<file path="config.mk">
export PLATFORM = sky130hd
export DESIGN_NAME = cacheTagArray
export DESIGN_NICKNAME = d
export VERILOG_FILES = /design/src/cachePkg.sv /design/src/cacheTagArray.sv
export SDC_FILE = /design/constraint.sdc
export NUM_CORES = 2
export LEC_CHECK = 0
export BUFFER_PORTS_ARGS = -buffer_cell sky130_fd_sc_hd__clkbuf_2
export CAP_MARGIN = 10
export CELL_PAD_IN_SITES_DETAIL_PLACEMENT = 0
export CELL_PAD_IN_SITES_GLOBAL_PLACEMENT = 1
export CORE_MARGIN = 10
export CORE_UTILIZATION = 30
export DETAILED_ROUTE_END_ITERATION = 16
export MAX_ROUTING_LAYER = met4
export PLACE_DENSITY_LB_ADDON = 0.1
export SYNTH_ARGS = -nofsm -noshare
export SYNTH_HDL_FRONTEND = slang
export SYNTH_SLANG_ARGS = --single-unit
</file>
<file path="constraint.sdc">
create_clock -name clk -period 6.5 [get_ports clk]
set_input_delay 0.65 -clock clk [delete_from_list [all_inputs] [get_ports clk]]
set_output_delay 0.65 -clock clk [all_outputs]
set_load 0.01 [all_outputs]
</file>
<file path="src/cachePkg.sv">
package cachePkg;

  // request address and data word widths
  localparam int AddrWidth = 32;
  localparam int XLen = 64;

  // 32-byte lines, four words each
  localparam int OffsetWidth = 5;
  localparam int LineWidth = 8 << OffsetWidth;

  // two ways, fixed by the tag array and the SRAM wiring
  localparam int NumWays = 2;

  typedef logic [XLen-1:0] wordT;
  typedef logic [LineWidth-1:0] lineT;

  // controller states
  typedef enum logic [2:0] {
    CacheIdle,
    CacheCompare,
    CacheMiss,
    CacheRefill,
    CacheReplay
  } cacheStateE;

endpackage

</file>
<file path="src/cacheTagArray.sv">
`timescale 1ns/100ps

module cacheTagArray
  import cachePkg::*;
#(
  parameter int NumSets = 64
) (
  input  logic                                              clk,
  input  logic                                              rst_n,
  input  logic [$clog2(NumSets)-1:0]                        index_i,
  input  logic [AddrWidth-$clog2(NumSets)-OffsetWidth-1:0]  tag_i,
  input  logic                                              tagWrite_i,
  input  logic                                              writeWay_i,
  input  logic                                              lruTouch_i,
  input  logic                                              lruWay_i,
  output logic                                              way0Hit_o,
  output logic                                              way1Hit_o,
  output logic                                              victimWay_o
);

  localparam int TagWidth = AddrWidth - $clog2(NumSets) - OffsetWidth;

  logic [TagWidth-1:0] tagMem [NumWays][NumSets];
  logic [NumSets-1:0]  validQ [NumWays];
  // one bit per set, names the least recently used way
  logic [NumSets-1:0]  lruQ;

  always_ff @(posedge clk) begin
    if (tagWrite_i) begin
      tagMem[writeWay_i][index_i] <= tag_i;
    end
  end

  always_ff @(posedge clk or negedge rst_n) begin
    if (!rst_n) begin
      for (int w = 0; w < NumWays; w++) begin
        validQ[w] <= '0;
      end
    end else if (tagWrite_i) begin
      validQ[writeWay_i][index_i] <= 1'b1;
    end
  end

  // a hit makes the other way the next victim
  always_ff @(posedge clk or negedge rst_n) begin
    if (!rst_n) begin
      lruQ <= '0;
    end else if (lruTouch_i) begin
      lruQ[index_i] <= ~lruWay_i;
    end
  end

  assign way0Hit_o = validQ[0][index_i] && (tagMem[0][index_i] == tag_i);
  assign way1Hit_o = validQ[1][index_i] && (tagMem[1][index_i] == tag_i);
  assign victimWay_o = lruQ[index_i];

  // a line is only ever installed in one way
  assert property (@(posedge clk) disable iff (!rst_n)
    !(way0Hit_o && way1Hit_o));

endmodule

</file>
==> reports/qor.txt <==
outcome: finished, violations left
failing checks: setup timing
vias in the first global route: 62,257
Worst R2R Start: validQ[111]
commonest non-fill, non-tap cell in the layout: edfxtp_1
drt total wl: 460,300 um
GR Overflow Total: 0
CP Launch Type: input port
hold path startpoint: tag_i[4]
Hold WS: 0.09848 ns
VDD IR-drop max: 209.1 uV
Vias/cell: 5.505
final slew viol count: 0
fin crit period: 6.529 ns
DR pass1 iterations: 6
Max Clk Rate: 0.1532 GHz
fraction of layout cells with a size suffix above 1: 27.50%
final setup fails: 2
Worst setup EP type: output pin
Setup TNS: -0.03092 ns
P_leak: 42.49 nW
most frequent cells in the layout: edfxtp_1, buf_4, mux4_2
clock buffer count from CTS: 333
final worst slack: -0.02891 ns
Sinks on Clock Net: 2,880
gpl congestion: 0.8565
global routing usage on met3: 2.869%
flops & latches, synth: 2,880
clock slew at reported path FFs: 0.06 ns
Top Usage Layer GRT: met2
FF-to-FF setup slack: 5.68 ns
placed instance count: 10,887
period utilization: 100.4%
worst path bufs/invs: 4
Pwr per Cell Area: 318.6 mW/mm^2
CTS Buffer Depth: 4
Hold Path Class: in2reg
Worst Skew: 0 ns
wire length of the first global-routing pass: 609,800 um
CTS tree: built
boundary pin count: 36
DRC violations left: 0
nets: 6,306
Core Area: 0.3689 sq mm
routed len/inst: 39.99 um
yosys warns: 0
die area: 0.3951 sq mm
Root Buffer: clkbuf_16
initial antenna violation count: 34
Syn Area/Cell: 19.15 sq um
dominant synthesized flop cell: edfxtp_1
Worst R2R End: validQ[111]
cell count after synthesis: 5,801
RSZ-0062 raised after global routing: false
CTS H-Tree Depth: 5
Max FO, Critical Path: 23
Req. time, crit path: 5.85 ns
First DRT Iteration DRCs: 8,188
library cells used by synthesis: 82
number of post-CTS setup repair buffers: 0
M2 GR Usage: 36.23%
Reg2Reg Depth: 1
post-DP HPWL: 287,300 um
Detail Route Antenna Nets: 0
Hold Path Depth: 1
Area Growth Syn to Fin: 18.26%
total track usage: 23.15%
cells along the critical path: clkbuf_2, and3_2, buf_12, a221oi_1, nand3_1, o21ai_0, xor2_1, nand4_1, nor4_1, nor4b_4, buf_4, clkbuf_2
die width: 628.6 um
Starting Density: 30.12%
routed vias: 63,364
CP peak stage delay: 0.81 ns
Post-synth EDFFs: 2,688
measured slew at the worst slew-check pin: 1.422 ns
post-route insts no fill: 11,510
Hold Violations, Final: 0
relative slew slack: 5.197%
row cnt: 223
Mapped Area: 0.1111 sq mm
Max Cap Viol: 0
Async SR Flop Fraction: 6.667%
CP most frequent cell: clkbuf_2
CP arrival: 5.88 ns
Top delay family on crit path: simple AND/OR/NAND/NOR gates
syn_nets: 5,834
Worst Hold Endpoint: tagMem[1][214]
worst setup path class: in2out
sequential-to-total area share from yosys stat: 76.97%
clock latency on the worst-skew pair: 0.91 ns
GR Util met1: 32.32%
IO Port Bufs: 35
largest net degree at the start of global routing: 81
Die Height: 628.6 um
slowest cell on the critical path: and3_2
==> power breakdown <==
| group | switching, mW | internal (mW) | total [mW] |
|---|---|---|---|
| sequential | 0.0962 | 20.5 | 20.6 |
| combinational | 1.93 | 0.836 | 2.77 |
| clock | 7.79 | 10.7 | 18.5 |
| total | 9.82 | 32.1 | 41.9 |
==> kinds of logic (layout without fill, tap and decap cells) <==
logic type | Yosys count | count (layout) | synth area share, %
AO/OA/AOI/OAI | 1103 | 1103 | 7.350
XOR/XNOR | 36 | 36 | 0.2838
buffers and inverters | 392 | 1133 | 1.718
flip-flops | 2880 | 2880 | 76.97
multiplexers | 736 | 736 | 10.64
other | 0 | 18 | 0
AND/OR/NAND/NOR | 654 | 654 | 3.036
==> metrics by stage <==
| step | area [sq um] | worst slack (ns) | total power, mW | util [%] |
|---|---|---|---|---|
| 4_1_cts | 131400 | 0.005412 | 42.22 | 35.61 |
| 3_3_place_gp | 120700 | -0.4620 | 23.75 | 32.71 |
| 2_1_floorplan | 111100 | 2.408 | 22.12 | - |
| 3_5_place_dp | 120700 | -0.3032 | 23.76 | 32.73 |
| 6_report | 131400 | -0.02891 | 41.87 | 35.62 |
| 5_1_grt | 131400 | 0.01026 | 43.05 | 35.61 |
==> what timing repair did <==
| action | CTS | global route |
|---|---|---|
| resized for setup | 3 | 2 |
| setup endpoints to repair | 1 | 1 |
| pin swaps | 0 | 1 |
| hold buffers | 1 | 0 |
| hold endpoints to repair | 77 | 0 |
==> final cells by class <==
| cell class | instances | area [sq um] |
|---|---|---|
| multi-input combinational | 2529 | 24370 |
| tap | 4950 | 6193 |
| antenna | 18 | 45.04 |
| fill | 34664 | 237500 |
| timing repair buffer | 520 | 4644 |
| clock inverter | 172 | 1594 |
| sequential | 2880 | 85520 |
| inverter | 9 | 46.29 |
| clock buffer | 432 | 8990 |
==> sequential cells by signal, summed over array words and instances, names as in the netlist <==
signal	count
tagMem	2688
lruQ	64
validQ	128
==> synth_stat cells, types with 19 or more instances <==
cell / count / share of area (%)
edfxtp_1: 2688 / 73
o221ai_1: 19 / 0.15
a22oi_1: 241 / 1.6
a221oi_1: 128 / 1.0
mux4_2: 339 / 6.9
xnor2_1: 21 / 0.17
buf_4: 38 / 0.26
a31oi_1: 46 / 0.26
a211oi_1: 24 / 0.16
nand3_1: 48 / 0.22
o21ai_0: 155 / 0.70
a21oi_1: 119 / 0.54
a22o_1: 44 / 0.35
mux2i_1: 225 / 2.0
buf_1: 69 / 0.23
or2_2: 132 / 0.74
o22ai_1: 62 / 0.35
buf_6: 19 / 0.19
nor2_1: 199 / 0.67
clkbuf_1: 135 / 0.46
nand4_1: 33 / 0.19
o31ai_1: 46 / 0.31
buf_2: 121 / 0.55
mux2_2: 166 / 1.7
dfrtp_1: 192 / 4.3
a222oi_1: 33 / 0.30
nand2_1: 119 / 0.40
a221o_1: 80 / 0.72
==> routing by layer <==
| layer | share of wire (%) | vias to the layer above |
|---|---|---|
| met5 | 0 | - |
| li1 | - | 25140 |
| met1 | 45 | 35308 |
| met4 | 2.7 | 0 |
| met2 | 47 | 2400 |
| met3 | 5.6 | 516 |
==> worst max path at each step <==
stage,from,endpoint,slack (ns),cells after the start
after floorplan,index_i[0],way1Hit_o,2.41,12
after global placement,index_i[4],way1Hit_o,-0.46,14
after detailed placement,index_i[4],way1Hit_o,-0.30,14
after CTS,index_i[4],way0Hit_o,0.005,13
after global routing,index_i[4],way0Hit_o,0.01,13
final,index_i[4],way1Hit_o,-0.03,12
Power figures use the tool's default switching activity.
