## config.mk

```make
export PLATFORM = sky130hd
export DESIGN_NAME = cacheCtrl
export DESIGN_NICKNAME = d
export VERILOG_FILES = /design/src/cachePkg.sv /design/src/cacheCtrl.sv
export SDC_FILE = /design/constraint.sdc
export NUM_CORES = 1
export LEC_CHECK = 0
export BUFFER_PORTS_ARGS = -buffer_cell sky130_fd_sc_hd__buf_4
export CELL_PAD_IN_SITES_DETAIL_PLACEMENT = 2
export CELL_PAD_IN_SITES_GLOBAL_PLACEMENT = 2
export CORE_AREA = 2 2 477 479
export DETAILED_ROUTE_END_ITERATION = 8
export DIE_AREA = 0 0 479 481
export GPL_TIMING_DRIVEN = 0
export PLACE_DENSITY_LB_ADDON = 0.1
export SYNTH_ARGS = -nofsm -noshare
export SYNTH_HDL_FRONTEND = slang
export SYNTH_SLANG_ARGS = --single-unit
```

## constraint.sdc

```tcl
create_clock -name clk -period 2.9 [get_ports clk]
set_input_delay 0.145 -clock clk [delete_from_list [all_inputs] [get_ports clk]]
set_output_delay 0.145 -clock clk [all_outputs]
set_load 0.05 [all_outputs]
```

## src/cachePkg.sv

```systemverilog
package cachePkg;

  // request address and data word widths
  localparam int AddrWidth = 32;
  localparam int XLen = 64;

  // 32-byte lines, four words each
  localparam int OffsetWidth = 5;
  localparam int LineWidth = 8 << OffsetWidth;

  // two ways, fixed by the tag array and the SRAM wiring
  localparam int NumWays = 2;

  typedef logic [XLen-1:0] wordT;
  typedef logic [LineWidth-1:0] lineT;

  // controller states
  typedef enum logic [2:0] {
    CacheIdle,
    CacheCompare,
    CacheMiss,
    CacheRefill,
    CacheReplay
  } cacheStateE;

endpackage

```

## src/cacheCtrl.sv

```systemverilog
`timescale 1ns/100ps

module cacheCtrl
  import cachePkg::*;
#(
  parameter int NumSets = 64
) (
  input  logic                                              clk,
  input  logic                                              rst_n,
  input  logic                                              reqValid_i,
  input  logic [AddrWidth-1:0]                              reqAddr_i,
  output logic                                              addrOk_o,
  output logic                                              dataOk_o,
  output logic                                              dataErr_o,
  output wordT                                              rdData_o,
  output logic [$clog2(NumSets)-1:0]                        tagIndex_o,
  output logic [AddrWidth-$clog2(NumSets)-OffsetWidth-1:0]  tag_o,
  output logic [$clog2(NumSets)-1:0]                        sramAddr_o,
  input  logic                                              way0Hit_i,
  input  logic                                              way1Hit_i,
  input  logic                                              victimWay_i,
  output logic                                              tagWrite_o,
  output logic                                              lruTouch_o,
  output logic                                              lruWay_o,
  output logic [2*NumWays-1:0]                              sramEn_o,
  output logic [2*NumWays-1:0]                              sramWe_o,
  input  logic [2*NumWays-1:0][2*XLen-1:0]                  sramRdata_i,
  output lineT                                              sramWdata_o,
  output logic                                              refillStart_o,
  output logic [AddrWidth-1:0]                              refillAddr_o,
  input  logic                                              refillDone_i,
  input  lineT                                              refillLine_i,
  input  logic                                              refillErr_i
);

  localparam int IndexWidth = $clog2(NumSets);
  localparam int TagWidth = AddrWidth - IndexWidth - OffsetWidth;

  cacheStateE           state;
  cacheStateE           nextState;
  logic [AddrWidth-1:0] reqQ;
  logic                 errExit;
  logic                 hit;
  logic                 accept;
  logic                 installLine;
  logic                 sramRead;
  logic [1:0]           wordSel;
  lineT                 hitLine;

  assign hit = way0Hit_i || way1Hit_i;
  // error exit cycle takes no new request
  assign addrOk_o = ((state == CacheIdle) && !errExit) || ((state == CacheCompare) && hit);
  assign accept = reqValid_i && addrOk_o;

  always_comb begin
    nextState = state;
    unique case (state)
      CacheIdle: begin
        if (accept) begin
          nextState = CacheCompare;
        end
      end
      CacheCompare: begin
        if (!hit) begin
          nextState = CacheMiss;
        end else if (!accept) begin
          nextState = CacheIdle;
        end
      end
      CacheMiss: begin
        nextState = CacheRefill;
      end
      CacheRefill: begin
        if (refillDone_i) begin
          nextState = refillErr_i ? CacheIdle : CacheReplay;
        end
      end
      CacheReplay: begin
        nextState = CacheCompare;
      end
      default: begin
        nextState = CacheIdle;
      end
    endcase
  end

  always_ff @(posedge clk or negedge rst_n) begin
    if (!rst_n) begin
      state <= CacheIdle;
      reqQ <= '0;
      errExit <= 1'b0;
    end else begin
      state <= nextState;
      errExit <= (state == CacheRefill) && refillDone_i && refillErr_i;
      if (accept) begin
        reqQ <= reqAddr_i;
      end
    end
  end

  // tags compare on the held request while the SRAM looks ahead on accept
  assign tagIndex_o = reqQ[OffsetWidth +: IndexWidth];
  assign tag_o = reqQ[AddrWidth-1 -: TagWidth];
  assign sramAddr_o = accept ? reqAddr_i[OffsetWidth +: IndexWidth] : tagIndex_o;

  assign dataOk_o = ((state == CacheCompare) && hit) || errExit;
  assign dataErr_o = errExit;
  assign lruTouch_o = (state == CacheCompare) && hit;
  assign lruWay_o = way1Hit_i;

  // install only a line that came back clean
  assign installLine = (state == CacheRefill) && refillDone_i && !refillErr_i;
  assign tagWrite_o = installLine;
  assign sramWdata_o = refillLine_i;
  assign refillStart_o = (state == CacheMiss);
  assign refillAddr_o = {reqQ[AddrWidth-1:OffsetWidth], {OffsetWidth{1'b0}}};

  assign sramRead = accept || (state == CacheReplay);

  // halves are ordered low then high with way 0 first
  always_comb begin
    for (int h = 0; h < 2 * NumWays; h++) begin
      sramWe_o[h] = installLine && (victimWay_i == 1'(h / 2));
      sramEn_o[h] = sramRead || sramWe_o[h];
    end
  end

  assign hitLine = way1Hit_i ? {sramRdata_i[3], sramRdata_i[2]}
                             : {sramRdata_i[1], sramRdata_i[0]};
  assign wordSel = reqQ[4:3];
  assign rdData_o = hitLine[wordSel*XLen +: XLen];

  // data outside Compare only on the error exit into Idle
  assert property (@(posedge clk) disable iff (!rst_n)
    (dataOk_o && (state != CacheCompare)) |-> ((state == CacheIdle) && dataErr_o));

endmodule

```

==> results by group <==
Status
  • Outcome: finished clean

Power and ir drop
  • NetSw: 0.008066 W
  • Pwr/cell area: 718.1 mW/mm^2
  • Sw frac: 0.6003
  • Peak VDD IR: approximately 540 uV
  • Leakage: 8.021 nW
  • Internal: 0.005370 W
  • Sequential share of power: 0.065
  • Clock network fraction of design power: 0.055
  • Comb power frac: 0.880

Yosys
  • Simple-Gate Fraction of Synth Area: 0.01367
  • Synthesis Warnings: 0
  • Synth Area in Compound Gates: 0.007742
  • Synth Instances: between 600 and 700
  • Post-synthesis sequential area ratio: 0.1087
  • Xor/xnor share of the synthesized area: 0
  • Synth cell types: 29
  • Combinational family with the most area after synthesis: multiplexers
  • Post-synthesis mux area share: 0.5174
  • Avg Cell Area, Syn: about 12 sq um
  • Synthesis-stage register bit count: 33
  • Adder-cell share of the synthesized area: 0
  • Post-Syn Area: 0.007596 sq mm

Timing
  • Final-report hold violation count: 0
  • Max Clock Freq: 367.7 MHz
  • Pins Over Slew Limit: 0
  • Setup tns final: 0 ns
  • Fin Clk Skew: 0.007388 ns
  • Tightest Pin Transition: 1.027 ns
  • Slack of the critical path: 0.1807 ns
  • Hold_ws: 0.03007 ns
  • Tcrit/Tclk final: 0.9377
  • Worst slew margin: 0.3154
  • Final Critical Period: 2.719 ns
  • Setup violators final: 0
  • RSZ-0062 raised after global routing: no

Layout
  • Layout cells sized above 1: 0.9382
  • # nets final: ~2400
  • Most common cell after layout, fill and taps aside: buf_4
  • Area Growth Syn to Fin: 146.3%
  • Most frequent cells in the layout: 1267 x buf_4, 128 x mux4_2, 64 x mux2_2
  • Layout Cells excl Fill: 4617
  • Fin util: 0.08288

Clocking
  • Max clock buf depth: 2
  • Number of CTS-inserted buffers: 5
  • Clock Pin Slew Worst Setup and Hold Paths: 0.07 ns
  • CTS tree: built
  • H-tree Lvls: 2
  • Clock Root Buffer: clkbuf_16
  • Clock sink count: 33
  • Clk Latency, worst-skew pair: 0.32 ns

Place
  • Post-Place Setup Slack: -0.1858 ns
  • Buffers on Ports: 942
  • Routability cong.: 0.8687
  • Dpl cells: 4600
  • Dpl hpwl: 92030 um

Die
  • Die area: ~0.23 sq mm
  • Num ports: 1208
  • Die width: 479 um
  • Core Rows: 175
  • Die height: 481 um
  • Initial core utilization: 0.03365
  • Core Box Area: roughly 0.23 sq mm

GRT
  • Total GRT Usage: 0.08174
  • Vias in the first global route: 10501
  • Largest net degree at the start of global routing: 34
  • First-pass GRT wire length: 122900 um
  • Initial antenna violation count: 42
  • GRT overflow: 0

Route
  • # DRC: 0
  • Total number of vias: ~9300
  • Average vias per placed instance: 2.017
  • Initial drt markers: 235
  • TritonRoute pass-1 iters: 4
  • Routed Antenna Nets: 0
  • Total Routed Length: 100500 um
  • Routed len/inst: roughly 22 um

Setup path
  • CP Launch Type: flop
  • Setup crit end kind: primary output
  • CP Data Required Time: 2.76 ns
  • CP max FO: 10
  • Setup Crit Path Kind: reg -> out
  • R2R depth: 6
  • Crit path DAT: 2.57 ns

Worst hold path
  • Hold Crit Class: in -> reg
  • Hold Path Depth: 2

Run
  • Max_cap viols: 0
## cell families (layout without fill, tap and decap cells)
group	Yosys count	after routing
other	1	12
AND/OR/NAND/NOR	17	17
flip-flops	33	33
buffers and inverters	365	1317
AO/OA/AOI/OAI	8	8
multiplexers	221	221
## worst max-delay path, cell delays in order (launching register included)
cell and delay, ns:
dfrtp_1 0.38, buf_4 0.29, clkdlybuf4s18_2 0.56, mux4_2 0.38, mux2_2 0.36, buf_4 0.22
## flip-flops by register name (all words and copies together) (netlist names)
signal and count:
reqQ 29, state 3, dataErr_o 1
## through the flow
step | cell area (sq um) | total power (W)
after detailed placement | 18450 | 0.01310
after floorplan | 7611 | 0.008388
after CTS | 18690 | 0.01398
after global placement | 18450 | 0.01313
after global routing | 18690 | 0.01422
final | 18710 | 0.01344
## cell type report
class / count / area (sq um)
Antenna cell: 7 / 17.52
Buffer: 362 / 2714
Sequential cell: 33 / 825.8
Fill cell: 26589 / 207000
Tap cell: 3009 / 3765
Clock inverter: 2 / 37.54
Timing Repair Buffer: 944 / 7089
Multi-Input combinational cell: 251 / 4111
Inverter: 3 / 11.26
Clock buffer: 6 / 138.9
## synthesized netlist by cell type (all sizes together)
cell	number	area share
buf	346	0.34
and2	1	0.00082
nand2b	1	0.00082
mux2	93	0.14
nand2	2	0.00099
nand3	1	0.00066
clkbuf	16	0.0079
or2	1	0.00082
inv	3	0.0015
or3	1	0.00082
nor2	5	0.0025
mux4	128	0.38
a21boi	1	0.00099
o21ai	1	0.00066
conb	1	0.00049
or3b	1	0.0012
o21bai	1	0.00099
nor4b	2	0.0031
nor3b	2	0.0020
a32o	1	0.0013
a21oi	2	0.0013
o211a	1	0.0013
dfrtp	33	0.11
o2111ai	1	0.0012
## path summary, 6_finish.rpt
path,start,end,slack [ns]
min in group asynchronous,rst_n,reqQ[21]$_DFFE_PN0N_,0.38
hold / removal,reqAddr_i[21],reqQ[21]$_DFFE_PN0N_,0.03
max in group asynchronous,rst_n,reqQ[24]$_DFFE_PN0N_,2.08
setup / recovery,reqQ[4]$_DFFE_PN0N_,rdData_o[37],0.18
setup reg to reg,state[0]$_DFFE_PN0P_,reqQ[3]$_DFFE_PN0N_,0.82
hold reg to reg,reqQ[11]$_DFFE_PN0N_,reqQ[11]$_DFFE_PN0N_,0.53
## per-layer routing
layer / share of wire / track usage / vias to the layer above
met5: 0.0015 / 0 / -
met4: 0.0086 / 0.008304 / 24
met3: 0.082 / 0.02562 / 59
met2: 0.56 / 0.1613 / 613
met1: 0.35 / 0.08592 / 4627
li1: - / - / 3990
## power groups by stage
| stage | clock network [W] | registers (W) | logic, W |
|---|---|---|---|
| after floorplan | 0 | 0.000811 | 0.00758 |
| after global placement | 0 | 0.000877 | 0.0123 |
| after detailed placement | 0 | 0.000890 | 0.0122 |
| after CTS | 0.000802 | 0.000890 | 0.0123 |
| after global routing | 0.000798 | 0.000930 | 0.0125 |
| final | 0.000740 | 0.000874 | 0.0118 |
## timing repair
item | in CTS | in global routing
setup endpoints to repair | 68 | 4
gates resized for setup | 24 | 2
endpoints found under the hold margin | 33 | 0
hold buffers | 1 | 0
buffers inserted | 1 | 0
Power figures use the tool's default switching activity.
