**src/cachePkg.sv**
```systemverilog
package cachePkg;

  // request address and data word widths
  localparam int AddrWidth = 32;
  localparam int XLen = 64;

  // 32-byte lines, four words each
  localparam int OffsetWidth = 5;
  localparam int LineWidth = 8 << OffsetWidth;

  // two ways, fixed by the tag array and the SRAM wiring
  localparam int NumWays = 2;

  typedef logic [XLen-1:0] wordT;
  typedef logic [LineWidth-1:0] lineT;

  // controller states
  typedef enum logic [2:0] {
    CacheIdle,
    CacheCompare,
    CacheMiss,
    CacheRefill,
    CacheReplay
  } cacheStateE;

endpackage

```
**src/axiPkg.sv**
```systemverilog
package axiPkg;

  // AXI4-Lite read port widths
  localparam int AxiAddrWidth = 32;
  localparam int AxiDataWidth = 64;

  // single-beat reads per cache line
  localparam int BeatsPerLine = 4;

  typedef enum logic [1:0] {
    RespOkay   = 2'b00,
    RespExOkay = 2'b01,
    RespSlvErr = 2'b10,
    RespDecErr = 2'b11
  } axiRespE;

  // refill master states
  typedef enum logic [1:0] {
    RefIdle,
    RefAddr,
    RefData,
    RefDone
  } refillStateE;

endpackage

```
**src/cacheRefill.sv**
```systemverilog
`timescale 1ns/100ps

module cacheRefill
  import axiPkg::*;
  import cachePkg::*;
(
  input  logic                    clk,
  input  logic                    rst_n,
  input  logic                    refillStart_i,
  input  logic [AddrWidth-1:0]    refillAddr_i,
  output logic                    refillDone_o,
  output lineT                    refillLine_o,
  output logic                    refillErr_o,
  output logic                    arValid_o,
  input  logic                    arReady_i,
  output logic [AxiAddrWidth-1:0] arAddr_o,
  input  logic                    rValid_i,
  input  logic [AxiDataWidth-1:0] rData_i,
  input  axiRespE                 rResp_i,
  output logic                    rReady_o
);

  localparam int BeatCntWidth = $clog2(BeatsPerLine);
  localparam int BeatBytes = AxiDataWidth / 8;

  refillStateE             state;
  logic [BeatCntWidth-1:0] beatCnt;
  logic                    errQ;
  logic [AxiAddrWidth-1:0] arAddrQ;
  lineT                    lineQ;
  logic                    beatTaken;
  logic                    lastBeat;

  assign beatTaken = (state == RefData) && rValid_i;
  assign lastBeat = (beatCnt == BeatCntWidth'(BeatsPerLine - 1));

  always_ff @(posedge clk or negedge rst_n) begin
    if (!rst_n) begin
      state <= RefIdle;
      beatCnt <= '0;
      errQ <= 1'b0;
    end else begin
      unique case (state)
        RefIdle: begin
          if (refillStart_i) begin
            state <= RefAddr;
            beatCnt <= '0;
            errQ <= 1'b0;
          end
        end
        RefAddr: begin
          if (arReady_i) begin
            state <= RefData;
          end
        end
        RefData: begin
          if (rValid_i) begin
            // any non-Okay beat spoils the whole line
            errQ <= errQ || (rResp_i != RespOkay);
            if (lastBeat) begin
              state <= RefDone;
            end else begin
              beatCnt <= beatCnt + 1'b1;
              state <= RefAddr;
            end
          end
        end
        RefDone: begin
          state <= RefIdle;
        end
        default: begin
          state <= RefIdle;
        end
      endcase
    end
  end

  // beats shift in from the top, first beat ends in the low word
  always_ff @(posedge clk) begin
    if ((state == RefIdle) && refillStart_i) begin
      arAddrQ <= refillAddr_i;
    end else if (beatTaken) begin
      arAddrQ <= arAddrQ + AxiAddrWidth'(BeatBytes);
      lineQ <= {rData_i, lineQ[$bits(lineT)-1:AxiDataWidth]};
    end
  end

  assign arValid_o = (state == RefAddr);
  assign arAddr_o = arAddrQ;
  assign rReady_o = (state == RefData);
  assign refillDone_o = (state == RefDone);
  assign refillLine_o = lineQ;
  assign refillErr_o = errQ;

  // address holds until the slave takes it
  assert property (@(posedge clk) disable iff (!rst_n)
    (arValid_o && !arReady_i) |=> (arValid_o && $stable(arAddr_o)));

endmodule

```
**config.mk**
```make
export PLATFORM = sky130hd
export DESIGN_NAME = cacheRefill
export DESIGN_NICKNAME = d
export VERILOG_FILES = /design/src/cachePkg.sv /design/src/axiPkg.sv /design/src/cacheRefill.sv
export SDC_FILE = /design/constraint.sdc
export NUM_CORES = 1
export LEC_CHECK = 0
export BUFFER_PORTS_ARGS = -buffer_cell sky130_fd_sc_hd__clkbuf_2
export CAP_MARGIN = 15
export CORE_ASPECT_RATIO = 0.9
export CORE_MARGIN = 2
export CORE_UTILIZATION = 45
export DETAILED_ROUTE_END_ITERATION = 7
export GPL_ROUTABILITY_DRIVEN = 0
export PLACE_DENSITY = 0.71
export SYNTH_ARGS = -nofsm -noshare
export SYNTH_HDL_FRONTEND = slang
export SYNTH_SLANG_ARGS = --single-unit
```
**constraint.sdc**
```tcl
create_clock -name clk -period 6.95 [get_ports clk]
set_input_delay 0.695 -clock clk [delete_from_list [all_inputs] [get_ports clk]]
set_output_delay 0.695 -clock clk [all_outputs]
set_load 0.1 [all_outputs]
```
==> results.sh, run 1 <==
export IMPL_die_h_um=145
export IMPL_drt_met1_wl_um=8570
export IMPL_synthAdderAreaFrac=0.00253
export IMPL_root_buffer="clkbuf_16"
export IMPL_highest_layer="met4"
export IMPL_max_freq_mhz=363
export IMPL_final_max_slew_viol_count=0
export IMPL_p_per_area_nw_per_um2=498
export IMPL_yosysWarnings=0
export IMPL_vias=5719
export IMPL_route_met2_wl_um=11500
export IMPL_drt_iter0_drc=423
export IMPL_wl_per_cell_um=18.8
export IMPL_cp_depth=4
export IMPL_drive_gt1_frac=0.505
export IMPL_port_buffer_count=394
export IMPL_worstSetupStartpointType="flop"
export IMPL_cts_tree="built"
export IMPL_maxSlewHeadroom=0.403
export IMPL_n_antenna_cell=0
export IMPL_viasPerCell=4.76
export IMPL_coreArea_um2=21600
export IMPL_clock_latency_ns=0.53
export IMPL_hold_violations=0
export IMPL_synthSimpleGateAreaFrac=0.0572
export IMPL_drcViolationCount=0
export IMPL_drtPass1Iterations=4
export IMPL_setup_viol_count_final=0
export IMPL_path_delay_family="buffers and inverters"
export IMPL_grt_pass1_vias=5498
export IMPL_final_net_count=992
export IMPL_hp_class="input pin to flop"
export IMPL_synthXorXnorAreaFrac=0.0239
export IMPL_slowest_delay_ns=0.83
export IMPL_ff2ff_path_depth=4
export IMPL_yosys_register_bits=293
export IMPL_antenna_found_initial=0
export IMPL_grt_start_max_net_pins=145
export IMPL_finalCriticalPeriod_ns=2.75
export IMPL_syn_nets=572
export IMPL_initial_core_util=0.458
export IMPL_final_area_um2=13200
export IMPL_endpoint_kind="flop"
export IMPL_fin_tns_setup_ns=0
export IMPL_clock_sinks=293
export IMPL_cap_violations=0
export IMPL_status="finished clean"
export IMPL_netlist_area_um2=9880
export IMPL_worst_slew_pin_transition_ns=0.895
export IMPL_synth_area_per_cell_um2=21.2
export IMPL_fin_worst_skew_ns=0.00867
export IMPL_finalCritPeriodShare=0.396
export IMPL_min_path_cells=1
export IMPL_netlist_cell_type_count=39
export IMPL_synth_mux_area_frac=0.00114
export IMPL_grtUsageTotal=0.182
export IMPL_ios=395
export IMPL_crit_required_ns=7.10
export IMPL_postRouteAntennaNets=0
export IMPL_worstPathCellList="nor2b_1 > nand2_1 > clkinvlp_4 > buf_4"
export IMPL_ys_seq_area_frac=0.888
export IMPL_synthCells=467
export IMPL_crit_arrival_ns=2.91
export IMPL_clk_pin_slew_ns=0.06
export IMPL_fillers=1634
export IMPL_area_growth_pct=33.7
export IMPL_wl_um=22500
export IMPL_num_rows=51
export IMPL_placed_cell_area_um2=12200
export IMPL_die_w_um=160
export IMPL_cts_made_buffers=29
export IMPL_p_leak_nw=5.21
export IMPL_critPathMaxFanout=75
export IMPL_critPathSlowestCell="buf_4"
export IMPL_clk_path_buf_depth=3
export IMPL_synth_compound_area_frac=0.0200
export IMPL_crit_buf_inv=2
export IMPL_critPathKind="flop to flop"
export IMPL_cts_htree_levels=1
export IMPL_dp_hpwl_um=16200
export IMPL_grt_pass1_wl_um=32100
export IMPL_wl_met3_um=1960
export IMPL_overflow=0
export IMPL_vdd_drop_max_v=0.000430
export IMPL_design_die_area_um2=23200
export IMPL_rsz0062_at_grt="no"
export IMPL_synth_top_family_by_area="simple AND/OR/NAND/NOR gates"
cell usage in the layout, fill, tap and decap left out, types with 2 or more instances in the layout:
cell,synthesis,routed
xor2_1,8,8
a21o_1,2,2
clkinv_2,0,3
clkinvlp_4,0,3
dfrtp_1,5,5
edfxtp_1,288,288
a21oi_1,3,3
inv_1,5,4
nand3_1,7,7
nor2_1,12,12
a22o_1,4,4
xnor2_1,19,19
o21ai_1,12,12
o21ai_2,2,2
nand4_1,4,4
clkbuf_2,0,394
nand2_1,38,38
nor4_2,5,5
clkbuf_16,0,29
and4_1,3,3
ha_1,2,2
clkbuf_1,1,6
clkinv_1,0,4
nor3_1,5,5
clkbuf_8,0,3
and2_1,4,4
bufinv_16,0,5
and3_2,2,2
buf_4,1,2
o21ai_0,11,11
nor4_4,2,2
nor2b_1,2,2
and3_1,2,2
metrics by stage:
step,std cells,total power [mW],utilization,hold slack [ns],setup slack [ns]
after floorplan,467,4.65,-,0.399,1.49
after detailed placement,1146,5.01,0.566,0.431,4.14
after CTS,1201,6.63,0.613,0.310,4.20
after global routing,1201,6.79,0.613,0.312,3.96
final,1201,6.58,0.613,0.333,4.20
after global placement,1146,4.99,0.566,0.426,4.19
per-layer routing:
layer,global-route usage,up-vias
li1,-,2651
met1,0.229,2754
met2,0.309,278
met3,0.0539,36
met4,0.0550,0
met5,0,-
cells by family (layout without fill, tap and decap cells):
logic type,Yosys count,after routing
DFF,293,293
and+or+nand+nor,95,95
AOI/OAI and AO/OA,34,34
xor gates and xnor gates,27,27
buffers and inverters,15,458
adders and majority gates,2,2
muxes,1,1
registers in the layout, indices dropped and copies added, names as in the netlist:
register	count
arAddr_o	32
refillLine_o	256
state	2
refillErr_o	1
beatCnt	2
timing repair:
action	4_1_cts	5_1_grt
hold buffers	1	0
buffers inserted	0	0
resized for setup	0	0
endpoints found under the setup margin	0	0
endpoints found under the hold margin	5	0
Yosys cell counts:
library cell	n	area (µm²)
edfxtp_1	288	8650
nand2_1	38	143
xnor2_1	19	166
nor2_1	12	45.0
o21ai_1	12	60.1
o21ai_0	11	55.1
xor2_1	8	70.1
nand3_1	7	35.0
buf_2	6	30.0
dfrtp_1	5	125
inv_1	5	18.8
nor3_1	5	25.0
nor4_2	5	62.6
a22o_1	4	35.0
and2_1	4	25.0
nand4_1	4	25.0
a21oi_1	3	15.0
and4_1	3	26.3
a21o_1	2	15.0
and3_1	2	12.5
and3_2	2	15.0
ha_1	2	25.0
nor2b_1	2	12.5
nor4_4	2	42.5
o21ai_2	2	17.5
and4b_1	1	10.0
buf_4	1	7.51
buf_6	1	11.3
clkbuf_1	1	3.75
inv_2	1	3.75
mux2_2	1	11.3
nand2_2	1	6.26
nand2_4	1	11.3
nand3_4	1	17.5
nand3b_1	1	7.51
nand4_4	1	21.3
nor3_2	1	10.0
nor4_1	1	6.26
or3_1	1	6.26
report_power, final:
| part | switching, mW | internal, mW | total, mW |
|---|---|---|---|
| Sequential | 0.198 | 2.34 | 2.54 |
| Combinational | 2.15 | 0.283 | 2.43 |
| Clock | 0.627 | 0.985 | 1.61 |
worst reg2reg max path, stage by stage, from the launching register on:
cell and delay, ns:
dfrtp_1 0.45, nor2b_1 0.26, nand2_1 0.17, clkinvlp_4 0.61, buf_4 0.85
cell type report:
cell class | count | area, µm² | share of cell area
clock buffer | 38 | 790 | 0.0597
sequential | 293 | 8770 | 0.664
clock inverter | 16 | 213 | 0.0161
inverter | 6 | 26.3 | 0.00199
multi-input combinational | 159 | 1040 | 0.0784
timing repair buffer | 398 | 2020 | 0.153
tap | 291 | 364 | 0.0275
path summary, 6_finish.rpt:
kind / slack [ns] / to / startpoint
max in group asynchronous: 6.30 / state[0]$_DFFE_PN0P_ / rst_n
min in group asynchronous: 0.51 / state[1]$_DFFE_PN0P_ / rst_n
hold / removal: 0.33 / refillLine_o[227]$_DFFE_PP_ / rData_i[35]
setup reg to reg: 4.20 / refillLine_o[90]$_DFFE_PP_ / state[1]$_DFFE_PN0P_
hold reg to reg: 0.44 / refillLine_o[120]$_DFFE_PP_ / refillLine_o[184]$_DFFE_PP_
setup / recovery: 4.20 / refillLine_o[90]$_DFFE_PP_ / state[1]$_DFFE_PN0P_
(Power assumes the default switching activity.)
==> inputs of run 2 (changes only) <==
Settings changed: CORE_UTILIZATION 45 to 43.
Clock period 6.95 ns to 2.26 ns, I/O delays scaled along.
==> run 2 against run 1 <==
Effect of this change: via count up 8.1%; first-iteration DRC count is 6.9% higher; sequential power grew to 3.1 times the previous value; clock skew grew 0.0045 ns; hold slack worse by 0.32 ns; core utilization grew 2.9 points; combinational power rose to 3.2 times the previous value; critical path depth shrank 2; design area rose by 9.3%; cell count increased by 8.9%; setup slack got worse by 3.9 ns.
==> results.sh, run 2 (same netlist as run 1, synthesis figures left out) <==
export IMPL_wl_per_cell_um=18.7
export IMPL_worst_slew_pin_transition_ns=0.593
export IMPL_finalCritPeriodShare=0.877
export IMPL_crit_arrival_ns=1.76
export IMPL_design_die_area_um2=24200
export IMPL_p_leak_nw=5.76
export IMPL_n_antenna_cell=0
export IMPL_hp_class="input pin to flop"
export IMPL_final_cell_mix="394 x clkbuf_2, 288 x edfxtp_1, 97 x dlygate4sd3_1"
export IMPL_setup_viol_count_final=0
export IMPL_power_total_mw=20.7
export IMPL_layout_commonest_cell="clkbuf_2"
export IMPL_fin_worst_skew_ns=0.0132
export IMPL_final_area_um2=14400
export IMPL_fillers=1612
export IMPL_cts_tree="built"
export IMPL_grt_start_max_net_pins=103
export IMPL_slowest_delay_ns=0.49
export IMPL_clk_path_buf_depth=3
export IMPL_vdd_drop_max_v=0.00104
export IMPL_grtUsageTotal=0.195
export IMPL_vias=6185
export IMPL_num_rows=52
export IMPL_root_buffer="clkbuf_16"
export IMPL_viasPerCell=4.73
export IMPL_cts_htree_levels=1
export IMPL_grt_pass1_vias=6400
export IMPL_port_buffer_count=394
export IMPL_clk_pin_slew_ns=0.06
export IMPL_cts_setup_buffers=0
export IMPL_maxSlewHeadroom=0.606
export IMPL_p_int_mw=11.3
export IMPL_met2_usage=0.340
export IMPL_seqPwrFrac=0.378
export IMPL_p_per_area_nw_per_um2=1430
export IMPL_cts_resized=0
export IMPL_crit_required_ns=2.03
export IMPL_hold_violations=0
export IMPL_worstPathCellList="nor2b_1 > clkbuf_2"
export IMPL_drtPass1Iterations=5
export IMPL_power_switching_mw=9.35
export IMPL_drive_gt1_frac=0.469
export IMPL_cap_violations=0
export IMPL_status="finished clean"
export IMPL_critPathKind="flop to primary output"
export IMPL_drt_iter0_drc=452
export IMPL_rsz0062_at_grt="no"
export IMPL_clock_sinks=293
export IMPL_drcViolationCount=0
export IMPL_largest_reg_flops=256
export IMPL_finalCriticalPeriod_ns=1.98
export IMPL_netSwitchingFraction=0.452
export IMPL_worstSetupStartpointType="flop"
export IMPL_cts_made_buffers=29
export IMPL_postRouteAntennaNets=0
export IMPL_grt_busiest_layer="met2"
export IMPL_area_growth_pct=46.1
export IMPL_overflow=0
export IMPL_reg2reg_setup_slack_ns=0.35
export IMPL_wl_um=24500
export IMPL_die_w_um=164
export IMPL_ios=395
export IMPL_critPathSlowestCell="clkbuf_2"
export IMPL_grt_pass1_wl_um=35900
export IMPL_die_h_um=148
export IMPL_clkPwrFrac=0.243
export IMPL_endpoint_kind="primary output"
export IMPL_max_freq_mhz=505
export IMPL_utilization=0.642
export IMPL_grtUsageMet1=0.237
export IMPL_final_max_slew_viol_count=0
export IMPL_critPathMaxFanout=7
export IMPL_dp_hpwl_um=16500
export IMPL_coreArea_um2=22500
export IMPL_clock_latency_ns=0.55
export IMPL_pwr_share_comb=0.379
export IMPL_final_net_count=1095
export IMPL_initial_core_util=0.439
export IMPL_fin_ws_ns=0.278
export IMPL_placed_cell_area_um2=12500
export IMPL_antenna_found_initial=0
export IMPL_use_met3=0.0497
export IMPL_place_ws_ns=0.323
run 2: final timing paths:
check                                       startpoint                    endpoint  cells after the start
min in group asynchronous                        rst_n        state[1]$_DFFE_PN0P_                      2
hold reg to reg            refillLine_o[121]$_DFFE_PP_  refillLine_o[57]$_DFFE_PP_                      0
hold / removal                        refillAddr_i[14]      arAddr_o[14]$_DFFE_PP_                      3
setup / recovery                  state[0]$_DFFE_PN0P_                   arValid_o                      2
max in group asynchronous                        rst_n      beatCnt[1]$_DFFE_PN0P_                      3
setup reg to reg                arAddr_o[12]$_DFFE_PP_      arAddr_o[25]$_DFFE_PP_                      5
run 2: routing by layer:
layer | vias up | routed length, µm | part of all wire
met5 | - | 0 | 0
li1 | 2858 | - | -
met2 | 301 | 12700 | 0.52
met4 | 0 | 736 | 0.030
met1 | 2979 | 9030 | 0.37
met3 | 47 | 2030 | 0.083
run 2: final cells by class:
class | count | area [µm²] | share of cell area
Clock inverter | 17 | 249 | 0.0172
Timing Repair Buffer | 501 | 3090 | 0.214
Tap cell | 297 | 372 | 0.0257
Sequential cell | 293 | 8770 | 0.607
Inverter | 6 | 26.3 | 0.00182
Multi-Input combinational cell | 159 | 1180 | 0.0819
Clock buffer | 35 | 748 | 0.0518
run 2: per-stage QoR:
| step | hold WS [ns] | cells | setup TNS, ns |
|---|---|---|---|
| floorplan | -0.0696 | 467 | -704.41 |
| global placement | 0.0471 | 1159 | 0 |
| detailed placement | 0.0494 | 1159 | 0 |
| CTS | 0.00135 | 1308 | 0 |
| global route | 0.0182 | 1308 | 0 |
| finish | 0.0147 | 1308 | 0 |
run 2: what timing repair did:
| item | 4_1_cts | 5_1_grt |
|---|---|---|
| hold buffers | 97 | 0 |
| setup endpoints to repair | 0 | 0 |
| endpoints found under the hold margin | 101 | 0 |
run 2: power groups by stage:
stage / sequential, mW / combinational (mW) / clock, mW
global route: 7.92 / 8.09 / 5.34
global placement: 7.85 / 7.69 / 0
CTS: 7.81 / 7.86 / 5.14
detailed placement: 7.92 / 7.71 / 0
finish: 7.82 / 7.84 / 5.03
floorplan: 13.2 / 1.20 / 0
run 2: critical path: cells and delay by family, from the launching register on:
family | cells | cell delay (ns)
buffers and inverters | 1 | 0.49
and+or+nand+nor | 1 | 0.23
DFF | 1 | 0.48
